===== src/rtl/cache_defines.svh =====
`ifndef CACHE_DEFINES_SVH
`define CACHE_DEFINES_SVH

// bus widths
`define ADDR_W 32
`define DATA_W 64
`define STRB_W 8

// geometry, two ways fixed in the controllers
`define SETS 64
`define WORDS_PER_LINE 4

// address split: tag | index | word | byte
`define OFFSET_LSB 3
`define OFFSET_MSB 4
`define INDEX_LSB 5
`define INDEX_MSB 10
`define TAG_LSB 11

`define MEM_WORDS 4096

`endif


===== src/rtl/bus_pkg.sv =====
`default_nettype none

package bus_pkg;

	typedef enum logic [1:0] {
		OKAY   = 2'b00,
		SLVERR = 2'b10
	} axi_resp_e;

	// who holds the memory port
	typedef enum logic {
		OWNER_I,
		OWNER_D
	} bus_owner_e;

endpackage

`default_nettype wire


===== src/rtl/axi_lite_if.sv =====
`timescale 1ns/1ps
`default_nettype none
`include "cache_defines.svh"

interface axi_lite_if;
	logic aw_valid, aw_ready;
	logic [`ADDR_W-1:0] aw_addr;
	logic w_valid, w_ready;
	logic [`DATA_W-1:0] w_data;
	logic [`STRB_W-1:0] w_strb;
	logic b_valid, b_ready;
	bus_pkg::axi_resp_e b_resp;
	logic ar_valid, ar_ready;
	logic [`ADDR_W-1:0] ar_addr;
	logic r_valid, r_ready;
	logic [`DATA_W-1:0] r_data;
	bus_pkg::axi_resp_e r_resp;

	modport master (
		output aw_valid, aw_addr, w_valid, w_data, w_strb, b_ready, ar_valid, ar_addr, r_ready,
		input  aw_ready, w_ready, b_valid, b_resp, ar_ready, r_valid, r_data, r_resp
	);

	modport slave (
		input  aw_valid, aw_addr, w_valid, w_data, w_strb, b_ready, ar_valid, ar_addr, r_ready,
		output aw_ready, w_ready, b_valid, b_resp, ar_ready, r_valid, r_data, r_resp
	);
endinterface

`default_nettype wire


===== src/rtl/mem_arbiter.sv =====
`timescale 1ns/1ps
`default_nettype none

module mem_arbiter (
	input wire          clk,
	input wire          rst_n,
	axi_lite_if.slave   i_bus,
	axi_lite_if.slave   d_bus,
	axi_lite_if.master  mem_bus
);
	bus_pkg::bus_owner_e owner, last, grant;
	logic busy, req_i, req_d, sel_d, done;

	assign req_i = i_bus.ar_valid | i_bus.aw_valid;
	assign req_d = d_bus.ar_valid | d_bus.aw_valid;
	assign done = (mem_bus.r_valid && mem_bus.r_ready) || (mem_bus.b_valid && mem_bus.b_ready);

	always_comb begin
		if (busy)
			grant = owner;
		else if (req_i && req_d) // tie goes to the one not served last
			grant = (last == bus_pkg::OWNER_I) ? bus_pkg::OWNER_D : bus_pkg::OWNER_I;
		else if (req_d)
			grant = bus_pkg::OWNER_D;
		else
			grant = bus_pkg::OWNER_I;
	end
	assign sel_d = (grant == bus_pkg::OWNER_D);

	assign mem_bus.aw_valid = sel_d ? d_bus.aw_valid : i_bus.aw_valid;
	assign mem_bus.aw_addr = sel_d ? d_bus.aw_addr : i_bus.aw_addr;
	assign mem_bus.w_valid = sel_d ? d_bus.w_valid : i_bus.w_valid;
	assign mem_bus.w_data = sel_d ? d_bus.w_data : i_bus.w_data;
	assign mem_bus.w_strb = sel_d ? d_bus.w_strb : i_bus.w_strb;
	assign mem_bus.b_ready = sel_d ? d_bus.b_ready : i_bus.b_ready;
	assign mem_bus.ar_valid = sel_d ? d_bus.ar_valid : i_bus.ar_valid;
	assign mem_bus.ar_addr = sel_d ? d_bus.ar_addr : i_bus.ar_addr;
	assign mem_bus.r_ready = sel_d ? d_bus.r_ready : i_bus.r_ready;

	// handshakes only reach the owner
	assign i_bus.aw_ready = !sel_d && mem_bus.aw_ready;
	assign i_bus.w_ready = !sel_d && mem_bus.w_ready;
	assign i_bus.b_valid = !sel_d && mem_bus.b_valid;
	assign i_bus.ar_ready = !sel_d && mem_bus.ar_ready;
	assign i_bus.r_valid = !sel_d && mem_bus.r_valid;
	assign d_bus.aw_ready = sel_d && mem_bus.aw_ready;
	assign d_bus.w_ready = sel_d && mem_bus.w_ready;
	assign d_bus.b_valid = sel_d && mem_bus.b_valid;
	assign d_bus.ar_ready = sel_d && mem_bus.ar_ready;
	assign d_bus.r_valid = sel_d && mem_bus.r_valid;

	assign i_bus.r_data = mem_bus.r_data;
	assign i_bus.r_resp = mem_bus.r_resp;
	assign i_bus.b_resp = mem_bus.b_resp;
	assign d_bus.r_data = mem_bus.r_data;
	assign d_bus.r_resp = mem_bus.r_resp;
	assign d_bus.b_resp = mem_bus.b_resp;

	always_ff @(posedge clk) begin
		if (!rst_n) begin
			busy <= 1'b0;
			owner <= bus_pkg::OWNER_I;
			last <= bus_pkg::OWNER_I;
		end else if (!busy && (req_i || req_d)) begin
			busy <= 1'b1;
			owner <= grant;
		end else if (busy && done) begin // R or B taken, release
			busy <= 1'b0;
			last <= owner;
		end
	end
endmodule

`default_nettype wire


===== src/flat_wrapper.sv =====
// flat-port wrapper written by rule: the top's interface ports become plain ports
module mem_arbiter_flat 
  (clk, rst_n, i_bus_aw_valid, i_bus_aw_addr, i_bus_w_valid, i_bus_w_data, i_bus_w_strb, i_bus_b_ready, i_bus_ar_valid, i_bus_ar_addr, i_bus_r_ready, i_bus_aw_ready, i_bus_w_ready, i_bus_b_valid, i_bus_b_resp, i_bus_ar_ready, i_bus_r_valid, i_bus_r_data, i_bus_r_resp, d_bus_aw_valid, d_bus_aw_addr, d_bus_w_valid, d_bus_w_data, d_bus_w_strb, d_bus_b_ready, d_bus_ar_valid, d_bus_ar_addr, d_bus_r_ready, d_bus_aw_ready, d_bus_w_ready, d_bus_b_valid, d_bus_b_resp, d_bus_ar_ready, d_bus_r_valid, d_bus_r_data, d_bus_r_resp, mem_bus_aw_valid, mem_bus_aw_addr, mem_bus_w_valid, mem_bus_w_data, mem_bus_w_strb, mem_bus_b_ready, mem_bus_ar_valid, mem_bus_ar_addr, mem_bus_r_ready, mem_bus_aw_ready, mem_bus_w_ready, mem_bus_b_valid, mem_bus_b_resp, mem_bus_ar_ready, mem_bus_r_valid, mem_bus_r_data, mem_bus_r_resp);
  axi_lite_if i_bus_i ();
  axi_lite_if d_bus_i ();
  axi_lite_if mem_bus_i ();
  input wire clk;
  input wire rst_n;
  input wire logic [$bits(i_bus_i.aw_valid)-1:0] i_bus_aw_valid;
  input wire logic [$bits(i_bus_i.aw_addr)-1:0] i_bus_aw_addr;
  input wire logic [$bits(i_bus_i.w_valid)-1:0] i_bus_w_valid;
  input wire logic [$bits(i_bus_i.w_data)-1:0] i_bus_w_data;
  input wire logic [$bits(i_bus_i.w_strb)-1:0] i_bus_w_strb;
  input wire logic [$bits(i_bus_i.b_ready)-1:0] i_bus_b_ready;
  input wire logic [$bits(i_bus_i.ar_valid)-1:0] i_bus_ar_valid;
  input wire logic [$bits(i_bus_i.ar_addr)-1:0] i_bus_ar_addr;
  input wire logic [$bits(i_bus_i.r_ready)-1:0] i_bus_r_ready;
  output wire logic [$bits(i_bus_i.aw_ready)-1:0] i_bus_aw_ready;
  output wire logic [$bits(i_bus_i.w_ready)-1:0] i_bus_w_ready;
  output wire logic [$bits(i_bus_i.b_valid)-1:0] i_bus_b_valid;
  output wire logic [$bits(i_bus_i.b_resp)-1:0] i_bus_b_resp;
  output wire logic [$bits(i_bus_i.ar_ready)-1:0] i_bus_ar_ready;
  output wire logic [$bits(i_bus_i.r_valid)-1:0] i_bus_r_valid;
  output wire logic [$bits(i_bus_i.r_data)-1:0] i_bus_r_data;
  output wire logic [$bits(i_bus_i.r_resp)-1:0] i_bus_r_resp;
  input wire logic [$bits(d_bus_i.aw_valid)-1:0] d_bus_aw_valid;
  input wire logic [$bits(d_bus_i.aw_addr)-1:0] d_bus_aw_addr;
  input wire logic [$bits(d_bus_i.w_valid)-1:0] d_bus_w_valid;
  input wire logic [$bits(d_bus_i.w_data)-1:0] d_bus_w_data;
  input wire logic [$bits(d_bus_i.w_strb)-1:0] d_bus_w_strb;
  input wire logic [$bits(d_bus_i.b_ready)-1:0] d_bus_b_ready;
  input wire logic [$bits(d_bus_i.ar_valid)-1:0] d_bus_ar_valid;
  input wire logic [$bits(d_bus_i.ar_addr)-1:0] d_bus_ar_addr;
  input wire logic [$bits(d_bus_i.r_ready)-1:0] d_bus_r_ready;
  output wire logic [$bits(d_bus_i.aw_ready)-1:0] d_bus_aw_ready;
  output wire logic [$bits(d_bus_i.w_ready)-1:0] d_bus_w_ready;
  output wire logic [$bits(d_bus_i.b_valid)-1:0] d_bus_b_valid;
  output wire logic [$bits(d_bus_i.b_resp)-1:0] d_bus_b_resp;
  output wire logic [$bits(d_bus_i.ar_ready)-1:0] d_bus_ar_ready;
  output wire logic [$bits(d_bus_i.r_valid)-1:0] d_bus_r_valid;
  output wire logic [$bits(d_bus_i.r_data)-1:0] d_bus_r_data;
  output wire logic [$bits(d_bus_i.r_resp)-1:0] d_bus_r_resp;
  output wire logic [$bits(mem_bus_i.aw_valid)-1:0] mem_bus_aw_valid;
  output wire logic [$bits(mem_bus_i.aw_addr)-1:0] mem_bus_aw_addr;
  output wire logic [$bits(mem_bus_i.w_valid)-1:0] mem_bus_w_valid;
  output wire logic [$bits(mem_bus_i.w_data)-1:0] mem_bus_w_data;
  output wire logic [$bits(mem_bus_i.w_strb)-1:0] mem_bus_w_strb;
  output wire logic [$bits(mem_bus_i.b_ready)-1:0] mem_bus_b_ready;
  output wire logic [$bits(mem_bus_i.ar_valid)-1:0] mem_bus_ar_valid;
  output wire logic [$bits(mem_bus_i.ar_addr)-1:0] mem_bus_ar_addr;
  output wire logic [$bits(mem_bus_i.r_ready)-1:0] mem_bus_r_ready;
  input wire logic [$bits(mem_bus_i.aw_ready)-1:0] mem_bus_aw_ready;
  input wire logic [$bits(mem_bus_i.w_ready)-1:0] mem_bus_w_ready;
  input wire logic [$bits(mem_bus_i.b_valid)-1:0] mem_bus_b_valid;
  input wire logic [$bits(mem_bus_i.b_resp)-1:0] mem_bus_b_resp;
  input wire logic [$bits(mem_bus_i.ar_ready)-1:0] mem_bus_ar_ready;
  input wire logic [$bits(mem_bus_i.r_valid)-1:0] mem_bus_r_valid;
  input wire logic [$bits(mem_bus_i.r_data)-1:0] mem_bus_r_data;
  input wire logic [$bits(mem_bus_i.r_resp)-1:0] mem_bus_r_resp;
  assign i_bus_i.aw_valid = i_bus_aw_valid;
  assign i_bus_i.aw_addr = i_bus_aw_addr;
  assign i_bus_i.w_valid = i_bus_w_valid;
  assign i_bus_i.w_data = i_bus_w_data;
  assign i_bus_i.w_strb = i_bus_w_strb;
  assign i_bus_i.b_ready = i_bus_b_ready;
  assign i_bus_i.ar_valid = i_bus_ar_valid;
  assign i_bus_i.ar_addr = i_bus_ar_addr;
  assign i_bus_i.r_ready = i_bus_r_ready;
  assign i_bus_aw_ready = i_bus_i.aw_ready;
  assign i_bus_w_ready = i_bus_i.w_ready;
  assign i_bus_b_valid = i_bus_i.b_valid;
  assign i_bus_b_resp = i_bus_i.b_resp;
  assign i_bus_ar_ready = i_bus_i.ar_ready;
  assign i_bus_r_valid = i_bus_i.r_valid;
  assign i_bus_r_data = i_bus_i.r_data;
  assign i_bus_r_resp = i_bus_i.r_resp;
  assign d_bus_i.aw_valid = d_bus_aw_valid;
  assign d_bus_i.aw_addr = d_bus_aw_addr;
  assign d_bus_i.w_valid = d_bus_w_valid;
  assign d_bus_i.w_data = d_bus_w_data;
  assign d_bus_i.w_strb = d_bus_w_strb;
  assign d_bus_i.b_ready = d_bus_b_ready;
  assign d_bus_i.ar_valid = d_bus_ar_valid;
  assign d_bus_i.ar_addr = d_bus_ar_addr;
  assign d_bus_i.r_ready = d_bus_r_ready;
  assign d_bus_aw_ready = d_bus_i.aw_ready;
  assign d_bus_w_ready = d_bus_i.w_ready;
  assign d_bus_b_valid = d_bus_i.b_valid;
  assign d_bus_b_resp = d_bus_i.b_resp;
  assign d_bus_ar_ready = d_bus_i.ar_ready;
  assign d_bus_r_valid = d_bus_i.r_valid;
  assign d_bus_r_data = d_bus_i.r_data;
  assign d_bus_r_resp = d_bus_i.r_resp;
  assign mem_bus_aw_valid = mem_bus_i.aw_valid;
  assign mem_bus_aw_addr = mem_bus_i.aw_addr;
  assign mem_bus_w_valid = mem_bus_i.w_valid;
  assign mem_bus_w_data = mem_bus_i.w_data;
  assign mem_bus_w_strb = mem_bus_i.w_strb;
  assign mem_bus_b_ready = mem_bus_i.b_ready;
  assign mem_bus_ar_valid = mem_bus_i.ar_valid;
  assign mem_bus_ar_addr = mem_bus_i.ar_addr;
  assign mem_bus_r_ready = mem_bus_i.r_ready;
  assign mem_bus_i.aw_ready = mem_bus_aw_ready;
  assign mem_bus_i.w_ready = mem_bus_w_ready;
  assign mem_bus_i.b_valid = mem_bus_b_valid;
  assign mem_bus_i.b_resp = mem_bus_b_resp;
  assign mem_bus_i.ar_ready = mem_bus_ar_ready;
  assign mem_bus_i.r_valid = mem_bus_r_valid;
  assign mem_bus_i.r_data = mem_bus_r_data;
  assign mem_bus_i.r_resp = mem_bus_r_resp;
  mem_arbiter u_core (.clk(clk), .rst_n(rst_n), .i_bus(i_bus_i), .d_bus(d_bus_i), .mem_bus(mem_bus_i));
endmodule

===== config.mk =====
export PLATFORM = sky130hd
export DESIGN_NAME = mem_arbiter_flat
export DESIGN_NICKNAME = d
export VERILOG_FILES = /design/src/rtl/bus_pkg.sv /design/src/rtl/axi_lite_if.sv /design/src/rtl/mem_arbiter.sv /design/src/flat_wrapper.sv
export VERILOG_INCLUDE_DIRS = /design/src /design/src/rtl
export SDC_FILE = /design/constraint.sdc
export NUM_CORES = 1
export LEC_CHECK = 0
export ABC_CLOCK_PERIOD_IN_PS = 1900
export BUFFER_PORTS_ARGS = -buffer_cell sky130_fd_sc_hd__buf_2
export CAP_MARGIN = 25
export CORE_AREA = 2 2 253 255
export CTS_CLUSTER_SIZE = 12
export DETAILED_ROUTE_END_ITERATION = 6
export DIE_AREA = 0 0 255 257
export HOLD_SLACK_MARGIN = 0.1
export SLEW_MARGIN = 20
export SYNTH_ARGS = -nofsm -noshare
export SYNTH_HDL_FRONTEND = slang
export SYNTH_SLANG_ARGS = --single-unit
export TNS_END_PERCENT = 100

===== constraint.sdc =====
create_clock -name clk -period 1.9 [get_ports clk]
set_input_delay 0.095 -clock clk [delete_from_list [all_inputs] [get_ports clk]]
set_output_delay 0.095 -clock clk [all_outputs]
set_load 0.005 [all_outputs]

Yosys cells after proc, flatten, opt, wreduce, memory -nomap -nowiden
Index checks and enable logic that the tools add are counted.

cells by class
  muxes and demuxes = 15
  bitwise operators = 3
  reductions and logical operators = 21

operators with widths
  cell                 number
  two-way mux 32 bit   2
  two-way mux 64 bit   1
  logical AND 1 bit    15
  two-way mux 1 bit    11
  two-way mux 8 bit    1
  logical NOT 1 bit    2
  logical OR 1 bit     2
  OR 1 bit             2
  AND reduction 2 bit  1
  nonzero test 2 bit   1
  inverter 1 bit       1

word-level totals
  flip-flop bits (word level) = 3
  input bits = 357
  output and inout port bits = 287
  logic and storage cells = 42

Depth between registers and ports, before layout
Gate-level depths: netlist of the first run.

  depth in word-level cells = 10
  gate-level depth with buffers = 5

Least setup slack after synthesis of the first run
OpenSTA, ideal clock, no wires.

  kind = register -> output
  start = register u_core.busy
  end = output port mem_bus_aw_addr[0]
  arrival time = 1.375 ns
  required time = 1.805 ns
  setup slack = 0.430 ns
  cell stages (with the launch flop) = 6
  cells stage by stage = dfxtp_1 -> o21bai_1 -> o21ai_2 -> buf_4 -> buf_6 -> mux2_2

on the way
  cells in the longest elaborated chain, start to end = 2

ends and longest elaborated chain
  what                      line                text
  start: declaration        mem_arbiter.sv:12   logic busy, req_i, req_d, sel_d, done;
  start signal: assignment  mem_arbiter.sv:61   busy <= 1'b0;
  start signal: assignment  mem_arbiter.sv:65   busy <= 1'b1;
  start signal: assignment  mem_arbiter.sv:68   busy <= 1'b0;
  two-way mux 1 bit         mem_arbiter.sv:19   if (busy)
  two-way mux 32 bit        mem_arbiter.sv:31   assign mem_bus.aw_addr = sel_d ? d_bus.aw_addr : i_bus.aw_addr;
  end: declaration          flat_wrapper.sv:44  output wire logic [$bits(mem_bus_i.aw_addr)-1:0] mem_bus_aw_addr;

Every way passes these cells.

Worst setup path in the final report of the first run
  start = register u_core.busy
  end = output port mem_bus_aw_addr[3]

The elaborated chain is that of the path after synthesis.

==> impl_metrics.yaml, run 1 <==
place:
  place_area_um2: 5253
  detailed_place_hpwl_um: 14740
  placed_cells_incl_taps: 1476
  port_buffers: 439
  dp_slack_ps: 159.1
  gp_congestion: 0.8982
pwr:
  comb_power_share_pct: 82.1
  cellInternalPower_mw: 1.521
  worst_ir_drop_vdd_mv: 0.1642
  power_leakage_nw: 2.848
  seq_power_share_pct: 3.2
  clock_power_share_pct: 14.7
  cellPowerDensity_nw_per_um2: 387.7
  sw_frac_of_total_pct: 33.23
  total_switching_power_mw: 0.7571
layout:
  post_route_cells_drive_above_1_share_pct: 93.97
  layout.core_utilization_pct: 9.368
  area_growth_pct: 97.69
  num-nets-final: 1005
  fin_cells: 1494
  final_design_area_no_fill_um2: 5877
  fillCellCount: 7240
timing:
  final.setup_skew_ps: 1.892
  fmax_ghz: 0.4989
  final.period_utilization_pct: 105.5
  final_hold_slack_ps: 103.4
  hold_violations: 0
  slew_headroom_pct: 67.14
  post-route-worst-setup-slack_ps: -104.5
  setup_viol_count_final: 67
  pin_slew_with_the_least_headroom_to_its_limit_ps: 492.9
  unrepaired_setup_endpoints_after_global_routing: "yes"
  timing.final.crit_period_ps: 2005
  timing_max_transition_violations_final: 0
critical_path:
  worstRegToRegCells: 4
  critPathSlowestCell: "dfxtp_2"
  critPathLaunchType: "flip-flop"
  cp-end-kind: "output pin"
  crit_path_frequent_cell: "buf_12"
  critical_path.max_fanout: 6
  worstPathCellList: "o21bai_4 > o21ai_4 > buf_12 > buf_12 > clkbuf_16 > mux2_4 > buf_6"
  slowest_delay_ps: 320
  critical_path_class: "flip-flop to output pin"
  worstPathRequired_ps: 1800
  arrival_ps: 1910
yosys:
  yosys_register_bits: 3
  synth_simple_gate_area_share_pct: 2.609
  synthesis.area_um2: 2973
  yosys.area_share.adder_pct: 0
  synth.distinct_cells: 19
  avgSynthCellArea_um2: 9.091
  synth_mux_area_share_pct: 53.41
  post_synth_inst_count: 327
  yosysTopAreaCellShare_pct: 49.62
  seq_area_frac_synth_pct: 2.020
  synthTopCellsByArea: "mux2_2 (50%), buf_4 (35%), mux2_1 (3.8%)"
  synth.largest_area_cell: "mux2_2"
  synth-compound-area-share_pct: 2.399
  synth_top_family_by_area: "multiplexers"
  synth-xor-area-share_pct: 0
  mappedNetlistNets: 684
  yosysWarnings: 0
outcome:
  failed_checks: "setup timing"
  outcome: "finished with violations"
cts:
  clock_sink_count: 3
  cts.htree.levels: 1
  clk-insertion-delay-late_ps: 230
  count_of_hold_fix_buffers_inserted_at_cts: 0
  number_of_buffers_created_by_cts: 3
  cts_max_path_buffers: 2
  worst_setup_hold_path_clk_slew_ps: 30
  cts_root_buffer: "clkbuf_16"
  tritoncts: "done"
global_route:
  grt_remaining_overflow: 0
  grt_antenna_before_repair: 5
  grt_start_max_net_pins: 27
  grt_pass1_wl_um: 20800
  first_global_vias: 3420
  global_route.usage.total_pct: 4.346
route:
  routed_wl_um: 18240
  vias: 3613
  drt-wirelength-per-cell_um: 12.21
  drc_errors: 0
  route.detailed.vias_per_inst: 2.418
  initialDrtViolationCount: 68
  drt_pass1_iterations: 4
  postRouteAntennaNets: 0
floorplanning:
  placeableCoreArea_um2: 62740
  initial_cell_density_of_the_core_pct: 4.739
  row_count: 92
  design.die.area_um2: 65540
  floorplan.die.height_um: 257
  boundaryPins: 644
  die_width_um: 255
hold_path:
  hp-class: "input port to flip-flop"
  worst_hold_path.num_cells: 2
job:
  max_cap_viol_count: 0
==> state kept, by name, summed over array words and instances (netlist names) <==
signal        cells
u_core.busy       1
u_core.last       1
u_core.owner      1
==> critical path: cells and delay by family, from the launching register on <==
family / cells / cell delay [ps]
buf+inv: 4 / 600
flops: 1 / 320
mux: 1 / 310
compound gates: 2 / 420
==> power groups by stage <==
stage	logic [mW]	clock network (mW)	registers [mW]
after floorplan	0.966	0	0.0722
after global placement	1.51	0	0.0729
after detailed placement	1.52	0	0.0730
after CTS	1.53	0.342	0.0722
after global routing	2.01	0.351	0.0733
final	1.87	0.336	0.0728
==> synth_stat cells <==
library cell  instances
and2_1                5
nor3_1                1
buf_4               137
o21ai_2               1
o21bai_1              1
inv_1                 6
dfxtp_1               3
buf_2                 7
a22oi_1               2
nand2_1               1
o21ba_2               1
buf_6                 8
mux2_1               10
o21a_1                2
o31ai_1               1
nor2_1                8
a21boi_0              1
mux2_2              131
or4_1                 1
==> logic make-up (layout without fill, tap and decap cells) <==
group                  after synthesis  in the layout
DFF                                  3              3
and+or+nand+nor                     16             16
AOI/OAI and AO/OA                    9              9
buffers and inverters              158            478
muxes                              141            141
other                                0              1
==> cell usage in the layout, fill, tap and decap left out <==
cell type,netlist,routed
a21boi_0,1,1
a22oi_1,2,2
and2_1,5,4
and2_4,0,1
buf_12,0,3
buf_16,0,2
buf_2,7,408
buf_4,137,17
buf_6,8,31
buf_8,0,3
clkbuf_1,0,1
clkbuf_16,0,7
dfxtp_1,3,2
dfxtp_2,0,1
diode_2,0,1
inv_1,6,6
mux2_1,10,9
mux2_2,131,101
mux2_4,0,31
nand2_1,1,1
nor2_1,8,8
nor3_1,1,1
o21a_1,2,2
o21ai_4,0,1
o21ba_2,1,1
o21bai_4,0,1
o31ai_1,1,1
or4_1,1,1
==> metal layers <==
layer | GRT usage (%) | vias to the layer above | wire, µm
li1 | - | 1629 | -
met1 | 3.696 | 1512 | 5771
met2 | 7.767 | 445 | 8561
met3 | 3.298 | 23 | 3469
met4 | 1.332 | 4 | 419
met5 | 0 | - | 18
==> final cells by class <==
class	instances	area, µm²	share of cell area (%)
Antenna cell	1	2.502	0.04258
Clock buffer	4	78.83	1.341
Inverter	6	22.52	0.3832
Multi-Input combinational cell	166	1874	31.89
Sequential cell	3	61.31	1.043
Tap cell	846	1059	18.01
Timing Repair Buffer	468	2779	47.29
==> through the flow <==
| step | setup TNS [ps] | total power [mW] |
|---|---|---|
| after floorplan | 0 | 1.038 |
| after global routing | -9920 | 2.434 |
| after global placement | 0 | 1.587 |
| after CTS | -4638 | 1.944 |
| final | -3292 | 2.278 |
| after detailed placement | 0 | 1.593 |
==> path summary, 6_finish.rpt <==
| check | from | to | slack (ps) |
|---|---|---|---|
| min reg2reg | u_core.last | u_core.last | 480 |
| max | u_core.busy | mem_bus_aw_addr[3] | -100 |
| max reg2reg | u_core.busy | u_core.last | 860 |
| min | rst_n | u_core.owner | 100 |
==> what timing repair did <==
item / in CTS / in global routing
pin swaps: 0 / 1
resized for setup: 0 / 75
setup buffers: 0 / 8
cloned: 0 / 5
endpoints found under the setup margin: 95 / 115
No activity file was read; power rests on OpenSTA's default activity.
==> run 2: changes to the inputs <==
--- a/config.mk
+++ b/config.mk
@@ -14,6 +14,7 @@
 export DETAILED_ROUTE_END_ITERATION = 6
 export DIE_AREA = 0 0 255 257
 export HOLD_SLACK_MARGIN = 0.1
+export SETUP_SLACK_MARGIN = 0.3
 export SLEW_MARGIN = 20
 export SYNTH_ARGS = -nofsm -noshare
 export SYNTH_HDL_FRONTEND = slang
==> impl_metrics.yaml, run 2 (synthesis results as in run 1) <==
outcome:
  outcome: "finished with violations"
  failed_checks: "setup timing"
global_route:
  grt_remaining_overflow: 0
  grt_pass1_wl_um: 20840
  grt_start_max_net_pins: 27
  grt_antenna_before_repair: 4
  global_route.usage.total_pct: 4.357
  first_global_vias: 3419
place:
  place_area_um2: 5253
  dp_slack_ps: 159.1
  detailed_place_hpwl_um: 14740
  gp_congestion: 0.8982
  port_buffers: 439
timing:
  final.setup_skew_ps: 1.905
  setup_viol_count_final: 41
  fmax_ghz: 0.5070
  timing.final.crit_period_ps: 1972
  final_hold_slack_ps: 103.0
  slew_headroom_pct: 63.37
  pin_slew_with_the_least_headroom_to_its_limit_ps: 549.5
  timing_max_transition_violations_final: 0
  final.period_utilization_pct: 103.8
  post-route-worst-setup-slack_ps: -72.41
  hold_violations: 0
  unrepaired_setup_endpoints_after_global_routing: "yes"
route:
  routed_wl_um: 17990
  vias: 3605
  drc_errors: 0
  postRouteAntennaNets: 0
  route.detailed.vias_per_inst: 2.416
  initialDrtViolationCount: 64
  drt_pass1_iterations: 4
  drt-wirelength-per-cell_um: 12.06
critical_path:
  worstPathRequired_ps: 1800
  critical_path.startpoint: "u_core.busy"
  worstRegToRegCells: 4
  critPathLaunchType: "flip-flop"
  r2r_setup_slack_ps: 860
  critical_path.reg2reg.endpoint: "u_core.last"
  critical_path.max_fanout: 9
  arrival_ps: 1880
  cp-end-kind: "output pin"
  regToRegStartpoint: "u_core.busy"
  critical_path_class: "flip-flop to output pin"
cts:
  tritoncts: "done"
  cts_root_buffer: "clkbuf_16"
  cts.htree.levels: 1
  clk-insertion-delay-late_ps: 230
  cts_max_path_buffers: 2
  worst_setup_hold_path_clk_slew_ps: 30
  number_of_buffers_created_by_cts: 3
  clock_sink_count: 3
pwr:
  power_leakage_nw: 2.864
  comb_power_share_pct: 82.0
  cellInternalPower_mw: 1.524
  cellPowerDensity_nw_per_um2: 386.0
  worst_ir_drop_vdd_mv: 0.1644
  total_switching_power_mw: 0.7516
  totalPowerFinal_mw: 2.276
  seq_power_share_pct: 3.2
  clock_power_share_pct: 14.8
  sw_frac_of_total_pct: 33.03
layout:
  layout.cells.most_common: "buf_2"
  post_route_cells_drive_above_1_share_pct: 93.64
  final_design_area_no_fill_um2: 5896
  area_growth_pct: 98.32
  top_regs: "u_core.busy (1), u_core.last (1), u_core.owner (1)"
  num-nets-final: 1003
  final_cell_mix: "buf_2 (405), mux2_2 (95), buf_6 (37), mux2_4 (36), buf_4 (13)"
  layout.core_utilization_pct: 9.398
floorplanning:
  boundaryPins: 644
  placeableCoreArea_um2: 62740
  design.die.area_um2: 65540
  floorplan.die.height_um: 257
  row_count: 92
  initial_cell_density_of_the_core_pct: 4.739
  die_width_um: 255
hold_path:
  holdPathEnd: "u_core.owner"
  hp-class: "input port to flip-flop"
  worstHoldStart: "rst_n"
  worst_hold_path.num_cells: 2
job:
  max_cap_viol_count: 0
-- run 2: routing by layer --
metal | GRT usage (%) | part of all wire [%] | wire (µm) | vias to the layer above
li1 | - | - | - | 1625
met1 | 3.751 | 31 | 5503 | 1510
met2 | 7.813 | 48 | 8632 | 449
met3 | 3.207 | 19 | 3417 | 19
met4 | 1.316 | 2.4 | 431 | 2
met5 | 0 | 0.044 | 8 | -
-- run 2: worst max path at each step --
stage               slack (ps)             endpoint  cells past startpoint
finish                     -70  mem_bus_aw_addr[18]                      7
global route              -130  mem_bus_aw_addr[18]                      7
CTS                        -50   mem_bus_w_data[24]                      6
detailed placement         160   mem_bus_w_data[24]                      6
global placement           160   mem_bus_w_data[26]                      6
floorplan                  430   mem_bus_aw_addr[0]                      5
-- run 2: power groups by stage --
stage / sequential (mW) / combinational, mW / clock [mW]
after global routing: 0.0733 / 2.00 / 0.353
after CTS: 0.0723 / 1.53 / 0.342
after floorplan: 0.0722 / 0.966 / 0
after global placement: 0.0729 / 1.51 / 0
after detailed placement: 0.0730 / 1.52 / 0
final: 0.0728 / 1.87 / 0.337
-- run 2: through the flow --
stage          cells  setup TNS (ps)
6_report        1492           -1115
5_1_grt         1492           -6673
3_3_place_gp    1476               0
3_5_place_dp    1476               0
4_1_cts         1480           -1820
2_1_floorplan    327               0
-- run 2: final cells by class --
class	count	area [µm²]
Timing Repair Buffer	466	2781
Multi-Input combinational cell	166	1891
Tap cell	846	1059
Clock buffer	4	78.83
Fill cell	7232	56840
Inverter	6	22.52
Antenna cell	1	2.502
Sequential cell	3	61.31
-- run 2: repair_timing --
item,CTS,global route
endpoints found under the setup margin,151,151
setup buffers,0,6
resized for setup,2,81
hold buffers,0,0
cloned,0,5
-- run 2: critical path: stages, from the launching register on --
cell,delay [ps]
dfxtp_2,320
o21bai_4,180
o21ai_4,180
buf_6,140
buf_12,150
clkbuf_16,190
mux2_2,330
buf_2,130
==> run 3: changes to the inputs <==
--- a/config.mk
+++ b/config.mk
@@ -15,6 +15,7 @@
 export DIE_AREA = 0 0 255 257
 export HOLD_SLACK_MARGIN = 0.1
 export SETUP_SLACK_MARGIN = 0.3
+export SKIP_LAST_GASP = 1
 export SLEW_MARGIN = 20
 export SYNTH_ARGS = -nofsm -noshare
 export SYNTH_HDL_FRONTEND = slang
==> impl_metrics.yaml, run 3 (synthesis results as in run 1) <==
outcome:
  outcome: "finished with violations"
  failed_checks: "setup timing"
cts:
  number_of_buffers_created_by_cts: 3
  tritoncts: "done"
  clock_sink_count: 3
  cts.htree.levels: 1
  count_of_hold_fix_buffers_inserted_at_cts: 0
  clk-insertion-delay-late_ps: 230
  cts_max_path_buffers: 2
  cts_root_buffer: "clkbuf_16"
  worst_setup_hold_path_clk_slew_ps: 30
timing:
  post-route-worst-setup-slack_ps: -104.5
  final.period_utilization_pct: 105.5
  hold_violations: 0
  fin_setup_tns_ps: -3627
  timing_max_transition_violations_final: 0
  final.setup_skew_ps: 1.892
  unrepaired_setup_endpoints_after_global_routing: "yes"
  setup_viol_count_final: 83
  slew_headroom_pct: 67.66
  timing.final.crit_period_ps: 2005
  fmax_ghz: 0.4989
  pin_slew_with_the_least_headroom_to_its_limit_ps: 485.2
  final_hold_slack_ps: 103.4
global_route:
  first_global_vias: 3420
  busiest_layer_in_global_routing: "met2"
  global_route.usage.total_pct: 4.346
  globalRouteMet2Util_pct: 7.767
  grt_remaining_overflow: 0
  grt_start_max_net_pins: 27
  gr-usage-met1_pct: 3.696
  grt_pass1_wl_um: 20800
  grt_antenna_before_repair: 5
  global_routing_usage_on_met3_pct: 3.298
pwr:
  worst_ir_drop_vdd_mv: 0.1642
  power_leakage_nw: 2.901
  cellPowerDensity_nw_per_um2: 390.9
route:
  route.detailed.vias_per_inst: 2.432
  initialDrtViolationCount: 71
  drc_errors: 0
  vias: 3643
  drt_pass1_iterations: 4
  routed_wl_um: 18420
  drt-wirelength-per-cell_um: 12.30
  postRouteAntennaNets: 0
floorplanning:
  die_width_um: 255
  floorplan.die.height_um: 257
  row_count: 92
  design.die.area_um2: 65540
  initial_cell_density_of_the_core_pct: 4.739
  placeableCoreArea_um2: 62740
  boundaryPins: 644
place:
  gp_congestion: 0.8982
  detailed_place_hpwl_um: 14740
  dp_slack_ps: 159.1
  port_buffers: 439
layout:
  fillCellCount: 7232
  layout.cells.most_common: "buf_2"
  top_regs: "u_core.busy (1), u_core.last (1), u_core.owner (1)"
  final_cell_mix: "buf_2 (406), mux2_2 (96), mux2_4 (36), buf_6 (36), buf_4 (17)"
  post_route_cells_drive_above_1_share_pct: 94.16
  num-nets-final: 1009
  area_growth_pct: 100.5
  layout.core_utilization_pct: 9.499
critical_path:
  cp-end-kind: "output pin"
  critical_path.max_fanout: 6
  worstPathRequired_ps: 1800
  arrival_ps: 1910
  critical_path_class: "flip-flop to output pin"
  critPathLaunchType: "flip-flop"
hold_path:
  hp-class: "input port to flip-flop"
job:
  max_cap_viol_count: 0
[run 3: cell types whose count changed in the layout (fill, tap and decap cells not counted), sizes merged]
cell / delta
buf: +6
[run 3: timing repair]
action	in CTS	in global routing
cloned	0	6
pin swaps	0	1
endpoints found under the setup margin	151	151
resized for setup	0	90
setup buffers	0	11
[run 3: path summary, 6_finish.rpt]
check / start / endpoint / slack [ps] / cells after the start
worst min-delay path: rst_n / u_core.owner / 100 / 2
worst max-delay path: u_core.busy / mem_bus_aw_addr[2] / -100 / 7
worst min register to register: u_core.last / u_core.last / 480 / 1
worst max register to register: u_core.busy / u_core.last / 860 / 4
[run 3: per-stage QoR]
step | instances | total power [mW] | area [µm²]
floorplan | 327 | 1.038 | 2973
global placement | 1476 | 1.587 | 5253
detailed placement | 1476 | 1.593 | 5253
CTS | 1480 | 1.944 | 5331
global route | 1498 | 2.482 | 5959
finish | 1498 | 2.329 | 5959
[run 3: power breakdown]
group          switching, mW  leakage [nW]  internal, mW
combinational          0.708          2.84          1.21
sequential           0.00370        0.0250        0.0691
clock                 0.0587        0.0382         0.277
total                  0.770          2.90          1.56
[run 3: critical path, cell delays in order, from the launching register on]
cell and delay, ps:
dfxtp_2 320, o21bai_4 180, o21ai_4 240, buf_12 170
buf_12 140, buf_8 140, mux2_2 330, buf_2 120
[run 3: cell type report]
cell class | count | area [µm²] | share of cell area [%]
inverters | 6 | 22.52 | 0.3779
clock buffers | 4 | 78.83 | 1.323
multi-input cells | 166 | 1896 | 31.81
diodes | 1 | 2.502 | 0.04199
repair buffers | 472 | 2840 | 47.66
flip-flops and latches | 3 | 61.31 | 1.029
well taps | 846 | 1059 | 17.76
[run 3: per-layer routing]
layer | vias to the layer above | wire length (µm)
met5 | - | 18
li1 | 1636 | -
met4 | 4 | 416
met1 | 1537 | 5800
met3 | 21 | 3473
met2 | 445 | 8711
